==> src/common/icache_cfg.svh <==
// ------------------------------
// icache configuration
// geometry and address widths
// ------------------------------

`ifndef ICACHE_CFG_SVH
`define ICACHE_CFG_SVH

// ------------------------------
// geometry
// ------------------------------

// 2-way, 16 sets
`define ICACHE_ASSOC 2
`define ICACHE_NUM_SETS 16
`define ICACHE_INDEX_WIDTH 4
`define ICACHE_WAY_WIDTH 1

// 16B fetch out of a 32B block
`define ICACHE_FETCH_BYTES 16
`define ICACHE_FETCH_BITS (`ICACHE_FETCH_BYTES * 8)
`define ICACHE_BLKOFF_WIDTH 1
`define ICACHE_BLOCK_BITS (`ICACHE_FETCH_BITS * (2 ** `ICACHE_BLKOFF_WIDTH))

// ------------------------------
// addresses
// ------------------------------

`define ICACHE_TAG_WIDTH 10

// block address toward L2 is tag above index
`define BLOCK_ADDR_WIDTH (`ICACHE_TAG_WIDTH + `ICACHE_INDEX_WIDTH)

`endif

==> src/common/addr_pkg.sv <==
// ------------------------------
// address formats for the icache
// ------------------------------

`include "icache_cfg.svh"

package addr_pkg;

    // block address split into its fields
    typedef struct packed {
        logic [`ICACHE_TAG_WIDTH-1:0]   tag;
        logic [`ICACHE_INDEX_WIDTH-1:0] index;
    } block_addr_fields_t;

    // L2 block address, seen flat on the ports and split inside the cache
    typedef union packed {
        logic [`BLOCK_ADDR_WIDTH-1:0] flat;
        block_addr_fields_t           fields;
    } block_addr_t;

    // data array row, one fetch chunk of one set
    typedef struct packed {
        logic [`ICACHE_INDEX_WIDTH-1:0]  index;
        logic [`ICACHE_BLKOFF_WIDTH-1:0] blkoff;
    } fetch_addr_t;

endpackage

==> src/common/icache_pkg.sv <==
// ------------------------------
// icache array contents and
// miss register state
// ------------------------------

`include "icache_cfg.svh"

package icache_pkg;

    typedef struct packed {
        logic                         valid;
        logic [`ICACHE_TAG_WIDTH-1:0] tag;
    } tag_entry_t;

    // one entry per way, as the tag array stores a set
    typedef tag_entry_t [`ICACHE_ASSOC-1:0] tag_set_t;

    typedef logic [`ICACHE_ASSOC-1:0][`ICACHE_FETCH_BITS-1:0] fetch_set_t;

    // whole block, chunk 0 in the low bits
    typedef logic [(2**`ICACHE_BLKOFF_WIDTH)-1:0][`ICACHE_FETCH_BITS-1:0] block_buf_t;

    // control fields of the miss register
    typedef struct packed {
        logic                            valid;
        logic                            requested;
        logic [`ICACHE_INDEX_WIDTH-1:0]  index;
        logic [`ICACHE_TAG_WIDTH-1:0]    tag;
        logic [`ICACHE_WAY_WIDTH-1:0]    way;
        logic                            data_valid;
        logic [`ICACHE_BLKOFF_WIDTH-1:0] blkoff;
        logic                            delay;
    } miss_ctrl_t;

    // fill state seen by the response stage for bypass
    typedef struct packed {
        logic                           active;
        logic [`ICACHE_INDEX_WIDTH-1:0] index;
        logic [`ICACHE_TAG_WIDTH-1:0]   tag;
        logic [`ICACHE_WAY_WIDTH-1:0]   way;
        block_buf_t                     buffer;
    } fill_t;

endpackage

==> src/icache/icache_miss_reg.sv <==
// ------------------------------
// miss register, L2 request and
// block fill into the arrays
// ------------------------------

`include "icache_cfg.svh"

module icache_miss_reg (
    input  logic                            CLK,
    input  logic                            nRST,

    // core feedback in the response cycle
    input  logic                            core_resp_valid,
    input  logic [`ICACHE_INDEX_WIDTH-1:0]  core_resp_index,
    input  logic                            core_resp_miss_valid,
    input  logic [`ICACHE_TAG_WIDTH-1:0]    core_resp_miss_tag,
    input  logic [`ICACHE_WAY_WIDTH-1:0]    victim_way,

    // L2 request, ready-valid
    output logic                            l2_req_valid,
    output addr_pkg::block_addr_t           l2_req_addr,
    input  logic                            l2_req_ready,

    // L2 response, cannot be stalled
    input  logic                            l2_resp_valid,
    input  addr_pkg::block_addr_t           l2_resp_addr,
    input  logic [`ICACHE_BLOCK_BITS-1:0]   l2_resp_data,

    // array write ports
    output logic [`ICACHE_ASSOC-1:0]        tag_wen,
    output logic [`ICACHE_INDEX_WIDTH-1:0]  tag_windex,
    output icache_pkg::tag_set_t            tag_wdata,
    output logic [`ICACHE_ASSOC-1:0]        data_wen,
    output addr_pkg::fetch_addr_t           data_windex,
    output icache_pkg::fetch_set_t          data_wdata,

    output icache_pkg::fill_t               fill
);

    icache_pkg::miss_ctrl_t miss_q, miss_d;
    icache_pkg::block_buf_t buf_q, buf_d;

    logic last_chunk;
    logic same_miss;
    logic resp_match;

    assign last_chunk = (miss_q.blkoff == '1);

    // ------------------------------
    // next state
    // ------------------------------

    always_comb begin
        miss_d = miss_q;
        miss_d.delay = 1'b0;
        buf_d = buf_q;

        same_miss = core_resp_valid & miss_q.valid
            & (core_resp_index == miss_q.index)
            & (core_resp_miss_tag == miss_q.tag);

        // a response for an older miss is dropped here
        resp_match = l2_resp_valid
            & (l2_resp_addr.fields.index == miss_q.index)
            & (l2_resp_addr.fields.tag == miss_q.tag);

        // fill still has chunks left
        if (miss_q.valid & miss_q.data_valid & ~last_chunk) begin
            miss_d.blkoff = miss_q.blkoff + 1'b1;
        end
        // new miss replaces whatever is waiting
        else if (core_resp_miss_valid & ~same_miss) begin
            miss_d.valid = 1'b1;
            miss_d.requested = 1'b0;
            miss_d.index = core_resp_index;
            miss_d.tag = core_resp_miss_tag;
            miss_d.way = victim_way;
            miss_d.data_valid = 1'b0;
            miss_d.blkoff = '0;
        end
        // last chunk goes out this cycle
        else if (miss_q.valid & miss_q.data_valid) begin
            miss_d.data_valid = 1'b0;
            miss_d.delay = 1'b1;
        end
        // bypass held one more cycle, then free
        else if (miss_q.valid & miss_q.delay) begin
            miss_d.valid = 1'b0;
        end
        else if (miss_q.valid) begin
            if (resp_match) begin
                miss_d.requested = 1'b1;
                miss_d.data_valid = 1'b1;
                buf_d = l2_resp_data;
            end else if (~miss_q.requested & l2_req_ready) begin
                miss_d.requested = 1'b1;
            end
        end
    end

    always_ff @(posedge CLK, negedge nRST) begin
        if (~nRST) begin
            miss_q <= '0;
        end else begin
            miss_q <= miss_d;
        end
    end

    always_ff @(posedge CLK) begin
        buf_q <= buf_d;
    end

    // ------------------------------
    // outputs
    // ------------------------------

    always_comb begin
        l2_req_valid = miss_q.valid & ~miss_q.requested;
        l2_req_addr.fields.tag = miss_q.tag;
        l2_req_addr.fields.index = miss_q.index;

        // only the victim way is enabled, the data is the same for all
        tag_wen = '0;
        data_wen = '0;
        if (miss_q.valid & miss_q.data_valid) begin
            tag_wen[miss_q.way] = 1'b1;
            data_wen[miss_q.way] = 1'b1;
        end
        tag_windex = miss_q.index;
        data_windex.index = miss_q.index;
        data_windex.blkoff = miss_q.blkoff;
        for (int way = 0; way < `ICACHE_ASSOC; way++) begin
            // entry stays invalid until the last chunk lands
            tag_wdata[way].valid = last_chunk;
            tag_wdata[way].tag = miss_q.tag;
            data_wdata[way] = buf_q[miss_q.blkoff];
        end

        fill.active = miss_q.valid & (miss_q.data_valid | miss_q.delay);
        fill.index = miss_q.index;
        fill.tag = miss_q.tag;
        fill.way = miss_q.way;
        fill.buffer = buf_q;
    end

endmodule

==> config.mk <==
export PLATFORM = sky130hd
export DESIGN_NAME = icache_miss_reg
export DESIGN_NICKNAME = d
export VERILOG_FILES = /design/src/common/addr_pkg.sv /design/src/common/icache_pkg.sv /design/src/icache/icache_miss_reg.sv
export VERILOG_INCLUDE_DIRS = /design/src /design/src/common
export SDC_FILE = /design/constraint.sdc
export NUM_CORES = 1
export LEC_CHECK = 0
export BUFFER_PORTS_ARGS = -buffer_cell sky130_fd_sc_hd__buf_2
export CORE_AREA = 2 2 338 340
export CTS_CLUSTER_SIZE = 25
export DETAILED_ROUTE_END_ITERATION = 8
export DIE_AREA = 0 0 340 342
export GPL_ROUTABILITY_DRIVEN = 0
export HOLD_SLACK_MARGIN = 0.06
export MAX_ROUTING_LAYER = met4
export PLACE_DENSITY = 0.3
export SLEW_MARGIN = 20
export SYNTH_ARGS = -nofsm -noshare
export SYNTH_HDL_FRONTEND = slang
export SYNTH_SLANG_ARGS = --single-unit
==> constraint.sdc <==
create_clock -name CLK -period 14.7 [get_ports CLK]
set_input_delay 1.47 -clock CLK [delete_from_list [all_inputs] [get_ports CLK]]
set_output_delay 1.47 -clock CLK [all_outputs]
set_load 0.01 [all_outputs]
Yosys cells after proc, flatten, opt, wreduce, memory -nomap -nowiden
Index checks and enable logic that the tools add are counted.

Flip-flop bits (word level): 276. Output and inout port bits: 578. Word-level logic and storage cells: 75.

$add $sub $neg: 1. Magnitude comparators: 3. Equality and inequality tests: 7. Multiplexer cells: 22. Bitwise operators: 20. Reduce and logical (&&, ||, !) cells: 12.

Operator list (count): $mux 128 (2); $eq 10x10->1 (2); $mux 1 (16); $and 1x1->1 (12); $reduce_bool 3->1 (3); $eq 4x4->1 (2); $not 1->1 (7); $mux 2 (3); $reduce_and 6->1 (1); $reduce_bool 2->1 (3); $reduce_and 5->1 (1); $lt 1x2->1 const B (2); $reduce_and 4->1 (1); $ne 3x3->1 const B (1); $reduce_and 3->1 (1); $ne 2x1->1 const B (1); $ne 2x2->1 const B (1); $reduce_and 2->1 (1); $add 1x1->1 const B (1); $demux 1 s1 (1); $ge 1x1->1 const B (1); $logic_and 1x1->1 (1); $or 1x1->1 (1).

Longest topological paths before layout
Gate-level depths: netlist (run 1).

Word-level depth: 8. Depth in mapped cells: 7.

Least setup slack after synthesis (run 1)
No wires, ideal clock.

Path kind: in2reg. Start point: input port core_resp_miss_tag[1]. End point: register buf_q, in the netlist fill[0], enable pin. Arrival: 13.360 ns. Setup slack: 0.462 ns. Cell stages on the path: 5. Cell sequence: xor2_1 or4_4 o41ai_4 nand3_1 nor2_1.

Longest elaborated chain between the ends: 6.

RTL lines: start, declared (line icache_miss_reg.sv:16) `` input logic [`ICACHE_TAG_WIDTH-1:0] core_resp_miss_tag, ``; $eq 10x10->1 (line icache_miss_reg.sv:60) `& (core_resp_miss_tag == miss_q.tag);`; $and 1x1->1 (line icache_miss_reg.sv:60); $not 1->1 (line icache_miss_reg.sv:72) `else if (core_resp_miss_valid & ~same_miss) begin`; $and 1x1->1 (line icache_miss_reg.sv:72); $not 1->1 (no line); $reduce_and 6->1 (no line); end signal, assigned (line icache_miss_reg.sv:110) `buf_q <= buf_d;`; end, declared (line icache_miss_reg.sv:41) `icache_pkg::block_buf_t buf_q, buf_d;`.

No other way between the ends. A chain may end at the register's enable or synchronous reset.

Worst setup path after layout (run 1)
Start point: input port core_resp_miss_tag[1]. End point: register buf_q, in the netlist fill[168], enable pin.

Same word-level chain as after synthesis.

==> qor.log, run 1 <==
[outcome] status complete, no violations
[setup_path] maximum net fanout on the critical path 66
[drt] Residual DRC 0
[placed_design] worst setup slack after placement 9.05 ns
[layout] fraction of final layout cells with drive strength greater than 1 75.4%
[floorplan] count of standard-cell rows 124
[floorplan] IO Pins 869
[placed_design] Placed Cells incl. Taps 2865
[timing] final number of hold-violating endpoints 0
[setup_path] sort of element at the end of the critical path register
[pwr] Final Total Pwr 0.00187 W
[clock_network] clk sink count 276
[clock_network] root buf cell clkbuf_16
[synth] share of the synthesized area in the top cell type 65.1%
[drt] DRT antenna net count 0
[synth] share of synthesized flip-flops with an asynchronous set or reset 7.25%
[clock_network] TritonCTS clock tree done
[clock_network] Worst-path clk slew 0.06 ns
[clock_network] number of levels the H-tree was split into 2
[hold_path] number of cells traversed by the worst hold path 1
[synth] flops & latches, synth 276
[layout] net total in the final layout 1685
[drt] number of vias per cell after detailed routing 2.88
[layout] Storage cell area 0.00819 mm^2
[clock_network] number of buffers added by the clock tree synthesis step 39
[timing] RSZ-0062 raised after global routing false
[clock_network] buffers inserted during post-CTS setup optimization 0
[layout] number of cells in the finished layout apart from fillers 2949
[synth] Syn. warnings 0
[setup_path] data required time at the worst endpoint 14.90 ns
[hold_path] Hold Path Class reg -> reg
[setup_path] worst reg-to-reg setup slack 10.23 ns
[setup_path] depth of the most critical reg-to-reg path 7
[timing] worst slew margin relative to its limit 35.5%
[layout] final non-filler cell area 0.0178 mm^2
[timing] number of slew-limit violations in the final report 0
[hold_path] endpoint of the worst hold-timing path miss_q[18]
[synth] commonest register cell after synthesis edfxtp_1
[floorplan] die width 340 um
[synth] mapped cell area 0.0118 mm^2
[layout] multi-input combinational cell area 0.00210 mm^2
[clock_network] post-cts resize count 0
[timing] min Tclk post-route 4.94 ns
[timing] endpoints failing setup 0
[timing] worst setup skew after layout 0.0252 ns
[global_route] global router's overall resource usage 8.54%
[timing] Worst Tran Pin Value 0.968 ns
[global_route] overall overflow remaining after global route 0
[placed_design] HPWL Detailed 41800 um
[setup_path] category of the most critical setup path in -> reg
[pwr] areal power density over the cells 105 mW/mm^2
[synth] Avg Cell Area, Syn 17.2 um^2
[clock_network] clock latency reported for the late side of the worst-skew pair 0.58 ns
[drt] routed wire length per instance 17.6 um
[setup_path] R2R Path Start tag_windex[2]
[global_route] vias in the first global route 8631
[timing] worst path setup slack after routing 9.76 ns
[drt] total number of vias 8496
[drt] overall routed net length 51800 um
[synth] most common cell in the synthesized netlist edfxtp_1
[timing] maximum operating frequency 202 MHz
[clock_network] count of hold buffers inserted by post-cts repair 0
[drt] met2 routed WL 27200 um
[clock_network] buffer depth of the longest clock path 3
[drt] top layer used by detailed routing met4
[synth] count of unique library cells instantiated by Yosys 27
[setup_path] nature of the critical path startpoint input pin
[global_route] maximum number of pins on one net before global-route repair 129
[hold_path] HP Start miss_q[18]
[floorplan] CORE AREA 0.113 mm^2
[drt] number of DRC violations after detailed-routing iteration 0 292
[placed_design] count of input and output buffers 868
[layout] count of fill cells added during filler insertion 12600
[synth] Seq/Total Area, Yosys 69.4%
[timing] post-route clock period utilization 33.6%
[timing] final-layout setup total negative slack 0 ns
[drt] total iterations of the first detailed-routing run 6
[drt] length of routed met3 wiring 4550 um
[global_route] number of antenna violations at the first check in global routing 19
[synth] Synth Net Count 978
[run] maximum capacitance violations 0
[layout] post-synthesis to final-layout area growth 51.0%
[synth] Mapped Cells 687
[synth] Synth area leaders edfxtp_1 65%, mux2_2 13%, buf_4 12%
[synth] Synth area leader edfxtp_1
[floorplan] Die Y-Extent 342 um
[setup_path] capture instance of the worst register-to-register path fill[168]
[global_route] first-pass GRT wire length 67400 um
[synth] EDFF count, synth 256
[floorplan] starting utilization of the core area 10.4%
[pwr] worst vdd ir 0.0000712 V
[placed_design] DP Area 0.0166 mm^2
[synth] Commonest cells post-synth 256 x edfxtp_1, 190 x buf_4, 134 x mux2_2
[drt] Metal-1 WL 18700 um
[pwr] static leakage 7.28 nW
[floorplan] Die Outline Area 0.116 mm^2
[setup_path] endpoint arrival time on the critical path 5.14 ns
## per-layer routing
metal	up-vias	track usage [%]
li1	3787	-
met1	4127	8.85
met2	504	15.0
met3	78	2.98
met4	0	2.86
met5	-	-
## layout make-up
cell class	count	area share [%]
tap	1512	10.6
inverter	3	0.0632
clock inverter	26	1.13
multi-input combinational	201	11.8
clock buffer	45	5.60
timing repair buffer	873	24.7
antenna	13	0.183
sequential	276	46.0
## placed cells by master, fill, tap and decap left out, types with 2 or more instances in the layout
cell type and instances:
buf_2 868, clkinv_1 13, inv_1 3, clkbuf_16 39, nor2_1 2, mux2_2 134
clkinv_2 8, edfxtp_1 256, nand4_1 5, o21ai_0 3, bufinv_16 2, clkbuf_1 6
nand2_1 5, dfrtp_1 19, clkinv_8 2, buf_4 4, nand3_1 3, xor2_1 3
xnor2_1 25, mux2_4 9, nor2b_1 2, diode_2 13
## where the power goes
group / leakage, nW / switching [W] / total, W / internal [W]
Sequential: 2.54 / 0.00000953 / 0.000872 / 0.000863
Clock: 0.591 / 0.000382 / 0.000905 / 0.000524
Combinational: 4.15 / 0.0000429 / 0.0000967 / 0.0000538
Total: 7.28 / 0.000434 / 0.00187 / 0.00144
## logic make-up after synthesis
family / after synthesis / share of synthesized area (%)
AOI/OAI and AO/OA: 8 / 0.700
xor gates and xnor gates: 28 / 2.08
muxes: 143 / 13.9
and+or+nand+nor: 22 / 1.04
buffers and inverters: 210 / 12.9
DFF: 276 / 69.4
## worst max-delay path by stage
stage	startpoint	endpoint	slack (ns)	cells past startpoint
after floorplan	core_resp_miss_tag[1]	fill[0]	0.46	5
final	core_resp_miss_tag[1]	fill[168]	9.76	8
after CTS	core_resp_miss_tag[1]	fill[209]	9.73	8
after detailed placement	core_resp_miss_tag[1]	fill[71]	9.05	8
after global routing	core_resp_miss_tag[1]	fill[213]	9.47	8
after global placement	core_resp_index[2]	fill[46]	9.17	8
## sequential cells by signal, summed over array words and instances, names as in the netlist
signal,flops
tag_windex,4
miss_q,4
last_chunk,1
fill,267
## through the flow
| stage | hold slack (ns) | utilization [%] |
|---|---|---|
| 2_1_floorplan | 0.478 | - |
| 3_3_place_gp | 0.520 | 14.7 |
| 3_5_place_dp | 0.508 | 14.7 |
| 4_1_cts | 0.521 | 15.7 |
| 5_1_grt | 0.564 | 15.7 |
| 6_report | 0.518 | 15.8 |
## worst max-delay path, stage by stage
cell	delay [ns]
buf_2	0.11
xor2_1	0.15
or4_4	0.57
o41ai_4	0.46
nand3_1	0.23
nor2_4	0.53
buf_4	0.63
buf_4	0.80
Note: power is estimated with default switching activity, not from simulation.
==> run 2: changes to the inputs <==
==> constraint.sdc (replaced) <==
create_clock -name CLK -period 4.55 [get_ports CLK]
set_input_delay 0.455 -clock CLK [delete_from_list [all_inputs] [get_ports CLK]]
set_output_delay 0.455 -clock CLK [all_outputs]
set_load 0.01 [all_outputs]
==> run 2 against run 1 <==
- worst setup slack lost 8.4 ns
- combinational power grew to 5.2 times the previous value
- largest cell class unchanged
- cell area grew 15%
- clock power grew to 3.4 times the previous value
- hold slack lost 0.38 ns
- wire length is essentially flat
- cell count grew 8.6%
- clock skew shrank 0.0049 ns
- sequential share of layout area shrank 6.0 points
- core utilization grew 2.4 points
- critical path type is now reg -> reg
- sequential power grew to 3.2 times the previous value
==> qor.log, run 2 (synthesis results as in run 1) <==
[timing] final number of hold-violating endpoints 0
[layout] most frequent standard cell in the layout excluding fill and tap cells buf_2
[drt] total iterations of the first detailed-routing run 4
[layout] net total in the final layout 1946
[pwr] static leakage 8.40 nW
[pwr] share of power burned in registers 44.1%
[global_route] vias in the first global route 10100
[clock_network] number of levels the H-tree was split into 2
[pwr] areal power density over the cells 312 mW/mm^2
[drt] number of DRC violations after detailed-routing iteration 0 307
[clock_network] TritonCTS clock tree done
[layout] commonest cells after routing, fill and taps aside 868 x buf_2, 256 x edfxtp_1, 254 x dlygate4sd3_1
[pwr] proportion of total power due to net switching 22.8%
[drt] met2 routed WL 26300 um
[floorplan] IO Pins 869
[setup_path] data required time at the worst endpoint 4.78 ns
[layout] count of fill cells added during filler insertion 12500
[layout] max reg flops 267
[drt] length of routed met3 wiring 3820 um
[setup_path] maximum net fanout on the critical path 66
[setup_path] category of the most critical setup path reg -> reg
[timing] worst slew margin relative to its limit 44.8%
[global_route] number of antenna violations at the first check in global routing 10
[setup_path] nature of the critical path startpoint register
[clock_network] clk sink count 276
[floorplan] CORE AREA 0.113 mm^2
[floorplan] die width 340 um
[floorplan] starting utilization of the core area 10.4%
[pwr] power spent charging and discharging nets 0.00145 W
[global_route] first-pass GRT wire length 70300 um
[placed_design] DP Area 0.0167 mm^2
[setup_path] sort of element at the end of the critical path register
[layout] fraction of final layout cells with drive strength greater than 1 64.4%
[timing] worst hold-check slack 0.140 ns
[clock_network] root buf cell clkbuf_16
[drt] overall routed net length 51800 um
[drt] top layer used by detailed routing met4
[floorplan] count of standard-cell rows 124
[hold_path] Hold Path Class in -> reg
[timing] worst setup skew after layout 0.0202 ns
[timing] post-route clock period utilization 69.2%
[global_route] overall overflow remaining after global route 0
[drt] number of vias per cell after detailed routing 2.94
[drt] Metal-1 WL 19700 um
[drt] Residual DRC 0
[layout] post-synthesis to final-layout area growth 73.6%
[run] maximum capacitance violations 0
[clock_network] count of hold buffers inserted by post-cts repair 254
[timing] final-layout setup total negative slack 0 ns
[timing] min Tclk post-route 3.15 ns
[drt] routed wire length per instance 16.2 um
[pwr] proportion of power drawn by the clock network 48.0%
[floorplan] Die Outline Area 0.116 mm^2
[setup_path] endpoint arrival time on the critical path 3.38 ns
[clock_network] buffer depth of the longest clock path 3
[clock_network] number of buffers added by the clock tree synthesis step 39
[drt] DRT antenna net count 0
[timing] number of slew-limit violations in the final report 0
[layout] final non-filler cell area 0.0205 mm^2
[floorplan] Die Y-Extent 342 um
[timing] RSZ-0062 raised after global routing false
[pwr] fraction of power consumed by combinational cells 7.9%
[clock_network] buffers inserted during post-CTS setup optimization 0
[global_route] maximum number of pins on one net before global-route repair 106
[placed_design] count of input and output buffers 868
[drt] total number of vias 9410
[clock_network] clock latency reported for the late side of the worst-skew pair 0.57 ns
[clock_network] post-cts resize count 0
[global_route] global router's overall resource usage 8.59%
[pwr] P_int 0.00494 W
[timing] endpoints failing setup 0
[pwr] worst vdd ir 0.000216 V
[timing] maximum operating frequency 318 MHz
[clock_network] Worst-path clk slew 0.06 ns
[placed_design] HPWL Detailed 41200 um
[outcome] status complete, no violations
[timing] Worst Tran Pin Value 0.828 ns
run 2: cell count changes in the layout (fill, tap and decap cells not counted), sizes merged:
| cell | previous run | this run |
|---|---|---|
| bufinv | 2 | 4 |
| clkinvlp | 0 | 2 |
| buf | 873 | 880 |
| clkbuf | 45 | 44 |
| clkinv | 23 | 20 |
| dlygate4sd3 | 0 | 254 |
| diode | 13 | 5 |
run 2: critical path: stages, from the launching register on:
cell and delay, ns:
dfrtp_1 0.49, nand2_1 0.20, or4_4 0.62, o41ai_4 0.37, nand3_2 0.18, nor2_4 0.17
buf_4 0.30, buf_12 0.35
run 2: cell type report:
cell class / count / area, um^2 / area share [%]
clock inverter: 27 / 248 / 1.21
clock buffer: 44 / 1020 / 4.96
antenna: 5 / 12.5 / 0.0611
timing repair buffer: 1134 / 7010 / 34.2
tap: 1512 / 1890 / 9.23
sequential: 276 / 8190 / 40.0
multi-input combinational: 201 / 2110 / 10.3
inverter: 3 / 11.3 / 0.0550
run 2: metal layers:
layer	up-vias	GRT usage, %
li1	4285	-
met1	4537	9.30
met2	495	14.7
met3	93	2.35
met4	0	3.78
met5	-	-
run 2: final timing paths:
path | from | end | slack, ns | depth (start not counted)
worst max register to register | miss_q[19] | fill[251] | 1.40 | 7
worst max-delay path | miss_q[19] | fill[251] | 1.40 | 7
min in group asynchronous | nRST | fill[259] | 0.42 | 2
max in group asynchronous | nRST | last_chunk | 3.70 | 2
worst min register to register | miss_q[18] | miss_q[18] | 0.56 | 1
worst min-delay path | core_resp_index[3] | tag_windex[3] | 0.14 | 2
run 2: power groups by stage:
stage	logic (W)	clock network [W]	registers, W
global placement	0.000331	0	0.00287
detailed placement	0.000326	0	0.00287
CTS	0.000517	0.00325	0.00282
floorplan	0.000181	0	0.00286
finish	0.000505	0.00307	0.00282
global route	0.000545	0.00333	0.00282
run 2: stage by stage:
stage	std cells	setup WS, ns	util (%)	total power (W)
3_5_place_dp	2872	1.31	14.7	0.00320
5_1_grt	3202	1.18	18.1	0.00669
4_1_cts	3197	1.31	18.1	0.00658
6_report	3202	1.40	18.1	0.00639
2_1_floorplan	687	-1.33	-	0.00304
3_3_place_gp	2872	1.39	14.7	0.00320
==> run 3: changes to the inputs <==
--- a/config.mk
+++ b/config.mk
@@ -7,10 +7,10 @@
 export NUM_CORES = 1
 export LEC_CHECK = 0
 export BUFFER_PORTS_ARGS = -buffer_cell sky130_fd_sc_hd__buf_2
-export CORE_AREA = 2 2 338 340
+export CORE_AREA = 2 2 336 338
 export CTS_CLUSTER_SIZE = 25
 export DETAILED_ROUTE_END_ITERATION = 8
-export DIE_AREA = 0 0 340 342
+export DIE_AREA = 0 0 338 340
 export GPL_ROUTABILITY_DRIVEN = 0
 export HOLD_SLACK_MARGIN = 0.06
 export MAX_ROUTING_LAYER = met4
==> constraint.sdc (replaced) <==
create_clock -name CLK -period 2.85 [get_ports CLK]
set_input_delay 0.285 -clock CLK [delete_from_list [all_inputs] [get_ports CLK]]
set_output_delay 0.285 -clock CLK [all_outputs]
set_load 0.01 [all_outputs]
==> run 3 against run 2 <==
- clock skew is 0.0093 ns lower
- sequential share of layout area is 0.31 points lower
- non-clock buffer count is 41 higher
- largest power group is now sequential cells
- worst setup slack worse by 1.3 ns
- critical path type is now in -> reg
==> qor.log, run 3 (synthesis results as in run 1) <==
[layout] Storage cell area 0.00819 mm^2
[timing] Worst Tran Pin Value 0.723 ns
[drt] overall routed net length 54100 um
[run] maximum capacitance violations 0
[timing] final number of hold-violating endpoints 0
[setup_path] most used cell along the critical path dlygate4sd3_1
[floorplan] IO Pins 869
[clock_network] number of levels the H-tree was split into 2
[clock_network] buffer depth of the longest clock path 3
[clock_network] clock latency reported for the late side of the worst-skew pair 0.55 ns
[setup_path] cell chain of the critical path dlygate4sd3_1 > buf_2 > xor2_1 > or4_4 > o41ai_4 > buf_4 > o21bai_4 > o2bb2ai_1 > dlygate4sd3_1
[layout] number of cells in the finished layout apart from fillers 3217
[pwr] static leakage 8.50 nW
[hold_path] Hold Path Class in -> reg
[clock_network] buffers inserted during post-CTS setup optimization 0
[drt] number of DRC violations after detailed-routing iteration 0 378
[drt] number of vias per cell after detailed routing 2.95
[layout] fraction of final layout cells with drive strength greater than 1 64.0%
[timing] worst slew margin relative to its limit 51.7%
[clock_network] number of buffers added by the clock tree synthesis step 35
[global_route] Most Used Layer, Global Route met2
[timing] worst setup skew after layout 0.0110 ns
[clock_network] root buf cell clkbuf_16
[timing] endpoints failing setup 0
[placed_design] HPWL Detailed 44400 um
[pwr] worst vdd ir 0.000272 V
[setup_path] worst reg-to-reg setup slack 0.16 ns
[setup_path] worst setup path endpoint miss_q[18]
[setup_path] sort of element at the end of the critical path register
[timing] RSZ-0062 raised after global routing false
[setup_path] R2R Path Start fill[262]
[setup_path] capture instance of the worst register-to-register path miss_q[18]
[global_route] overall overflow remaining after global route 0
[placed_design] DP Area 0.0169 mm^2
[layout] commonest cells after routing, fill and taps aside 868 x buf_2, 275 x dlygate4sd3_1, 256 x edfxtp_1
[timing] number of slew-limit violations in the final report 0
[floorplan] starting utilization of the core area 10.6%
[placed_design] count of input and output buffers 868
[timing] maximum operating frequency 366 MHz
[floorplan] die width 338 um
[setup_path] Critical path origin core_resp_index[2]
[clock_network] Worst-path clk slew 0.06 ns
[clock_network] clk sink count 276
[layout] multi-input combinational cell area 0.00211 mm^2
[outcome] status complete, no violations
[layout] count of fill cells added during filler insertion 12300
[global_route] global routing met1 resource utilization 9.45%
[global_route] vias in the first global route 10100
[pwr] areal power density over the cells 458 mW/mm^2
[global_route] Global Route met2 Usage 16.5%
[floorplan] count of standard-cell rows 123
[timing] post-route clock period utilization 95.8%
[setup_path] maximum net fanout on the critical path 16
[clock_network] post-cts resize count 0
[setup_path] category of the most critical setup path in -> reg
[setup_path] number of buffers and inverters on the critical path 4
[placed_design] Placed Cells incl. Taps 2880
[floorplan] CORE AREA 0.112 mm^2
[setup_path] depth of the most critical reg-to-reg path 7
[floorplan] Die Y-Extent 340 um
[setup_path] data required time at the worst endpoint 3.34 ns
[layout] most frequent standard cell in the layout excluding fill and tap cells buf_2
[drt] routed wire length per instance 16.8 um
[setup_path] Max stage delay on crit path 0.56 ns
[setup_path] logic depth of the worst path, buffers included 9
[timing] min Tclk post-route 2.73 ns
[drt] total number of vias 9493
[global_route] global router's overall resource usage 9.07%
[global_route] maximum number of pins on one net before global-route repair 66
[global_route] first-pass GRT wire length 72200 um
[hold_path] number of cells traversed by the worst hold path 5
[clock_network] TritonCTS clock tree done
[floorplan] Die Outline Area 0.115 mm^2
[drt] total iterations of the first detailed-routing run 6
[layout] final non-filler cell area 0.0207 mm^2
[setup_path] nature of the critical path startpoint input pin
[layout] post-synthesis to final-layout area growth 75.0%
[setup_path] endpoint arrival time on the critical path 3.22 ns
[global_route] met3 track utilization from global routing 2.10%
[setup_path] worst-path cell with the longest stage delay or4_4
[drt] DRT antenna net count 0
[drt] Residual DRC 0
[layout] max reg flops 267
[layout] net total in the final layout 1983
[global_route] number of antenna violations at the first check in global routing 12
[setup_path] largest delay contributor family on the critical path buffers and inverters
run 3: cell types whose count changed in the layout (fill, tap and decap cells not counted), sizes merged:
cell	previous run	this run
diode	5	3
buf	880	900
dlygate4sd3	254	275
bufinv	4	1
clkinvlp	2	1
clkinv	20	12
run 3: per-stage QoR:
step	worst slack (ns)	setup TNS [ns]	utilization, %	hold slack [ns]	power [W]
floorplan	-3.02	-773.23	-	-0.0106	0.00486
global placement	0.225	0	15.1	0.325	0.00515
detailed placement	0.189	0	15.1	0.318	0.00514
CTS	0.128	0	18.5	0.174	0.00975
global route	0.000651	0	18.5	0.248	0.00993
finish	0.119	0	18.5	0.254	0.00947
run 3: worst min path at each step:
stage / startpoint / slack [ns] / to
floorplan: nRST / -0.01 / fill[256]
global route: l2_resp_valid / 0.25 / miss_q[2]
CTS: l2_resp_valid / 0.17 / miss_q[2]
detailed placement: nRST / 0.32 / fill[262]
global placement: nRST / 0.33 / fill[262]
finish: l2_resp_valid / 0.25 / miss_q[2]
run 3: repair_timing:
action,4_1_cts,5_1_grt
hold endpoints to repair,293,0
hold buffers,275,0
setup endpoints to repair,0,0
run 3: tightest hold or removal path: cells and delay by family:
family / cells / cell delay, ns
and+or+nand+nor: 2 / 0.14
buffers and inverters: 2 / 0.21
AOI/OAI and AO/OA: 1 / 0.11
run 3: report_power, final:
group	switching, W	leakage, nW	total [W]	internal (W)
logic	0.000345	5.46	0.000882	0.000537
registers	0.0000394	2.54	0.00449	0.00445
clock network	0.00175	0.501	0.00410	0.00235
total	0.00213	8.50	0.00947	0.00734
run 3: layout make-up:
cell class | instances | area share (%)
clock buffers | 44 | 4.40
flip-flops and latches | 276 | 39.7
repair buffers | 1175 | 36.0
diodes | 3 | 0.0364
well taps | 1500 | 9.09
inverters | 3 | 0.0545
clock inverters | 15 | 0.533
multi-input cells | 201 | 10.2
run 3: metal layers:
metal / vias up / wire length [um]
met1: 4548 / 20000
li1: 4347 / -
met2: 514 / 28700
met3: 84 / 3740
met4: 0 / 1760
met5: - / 0
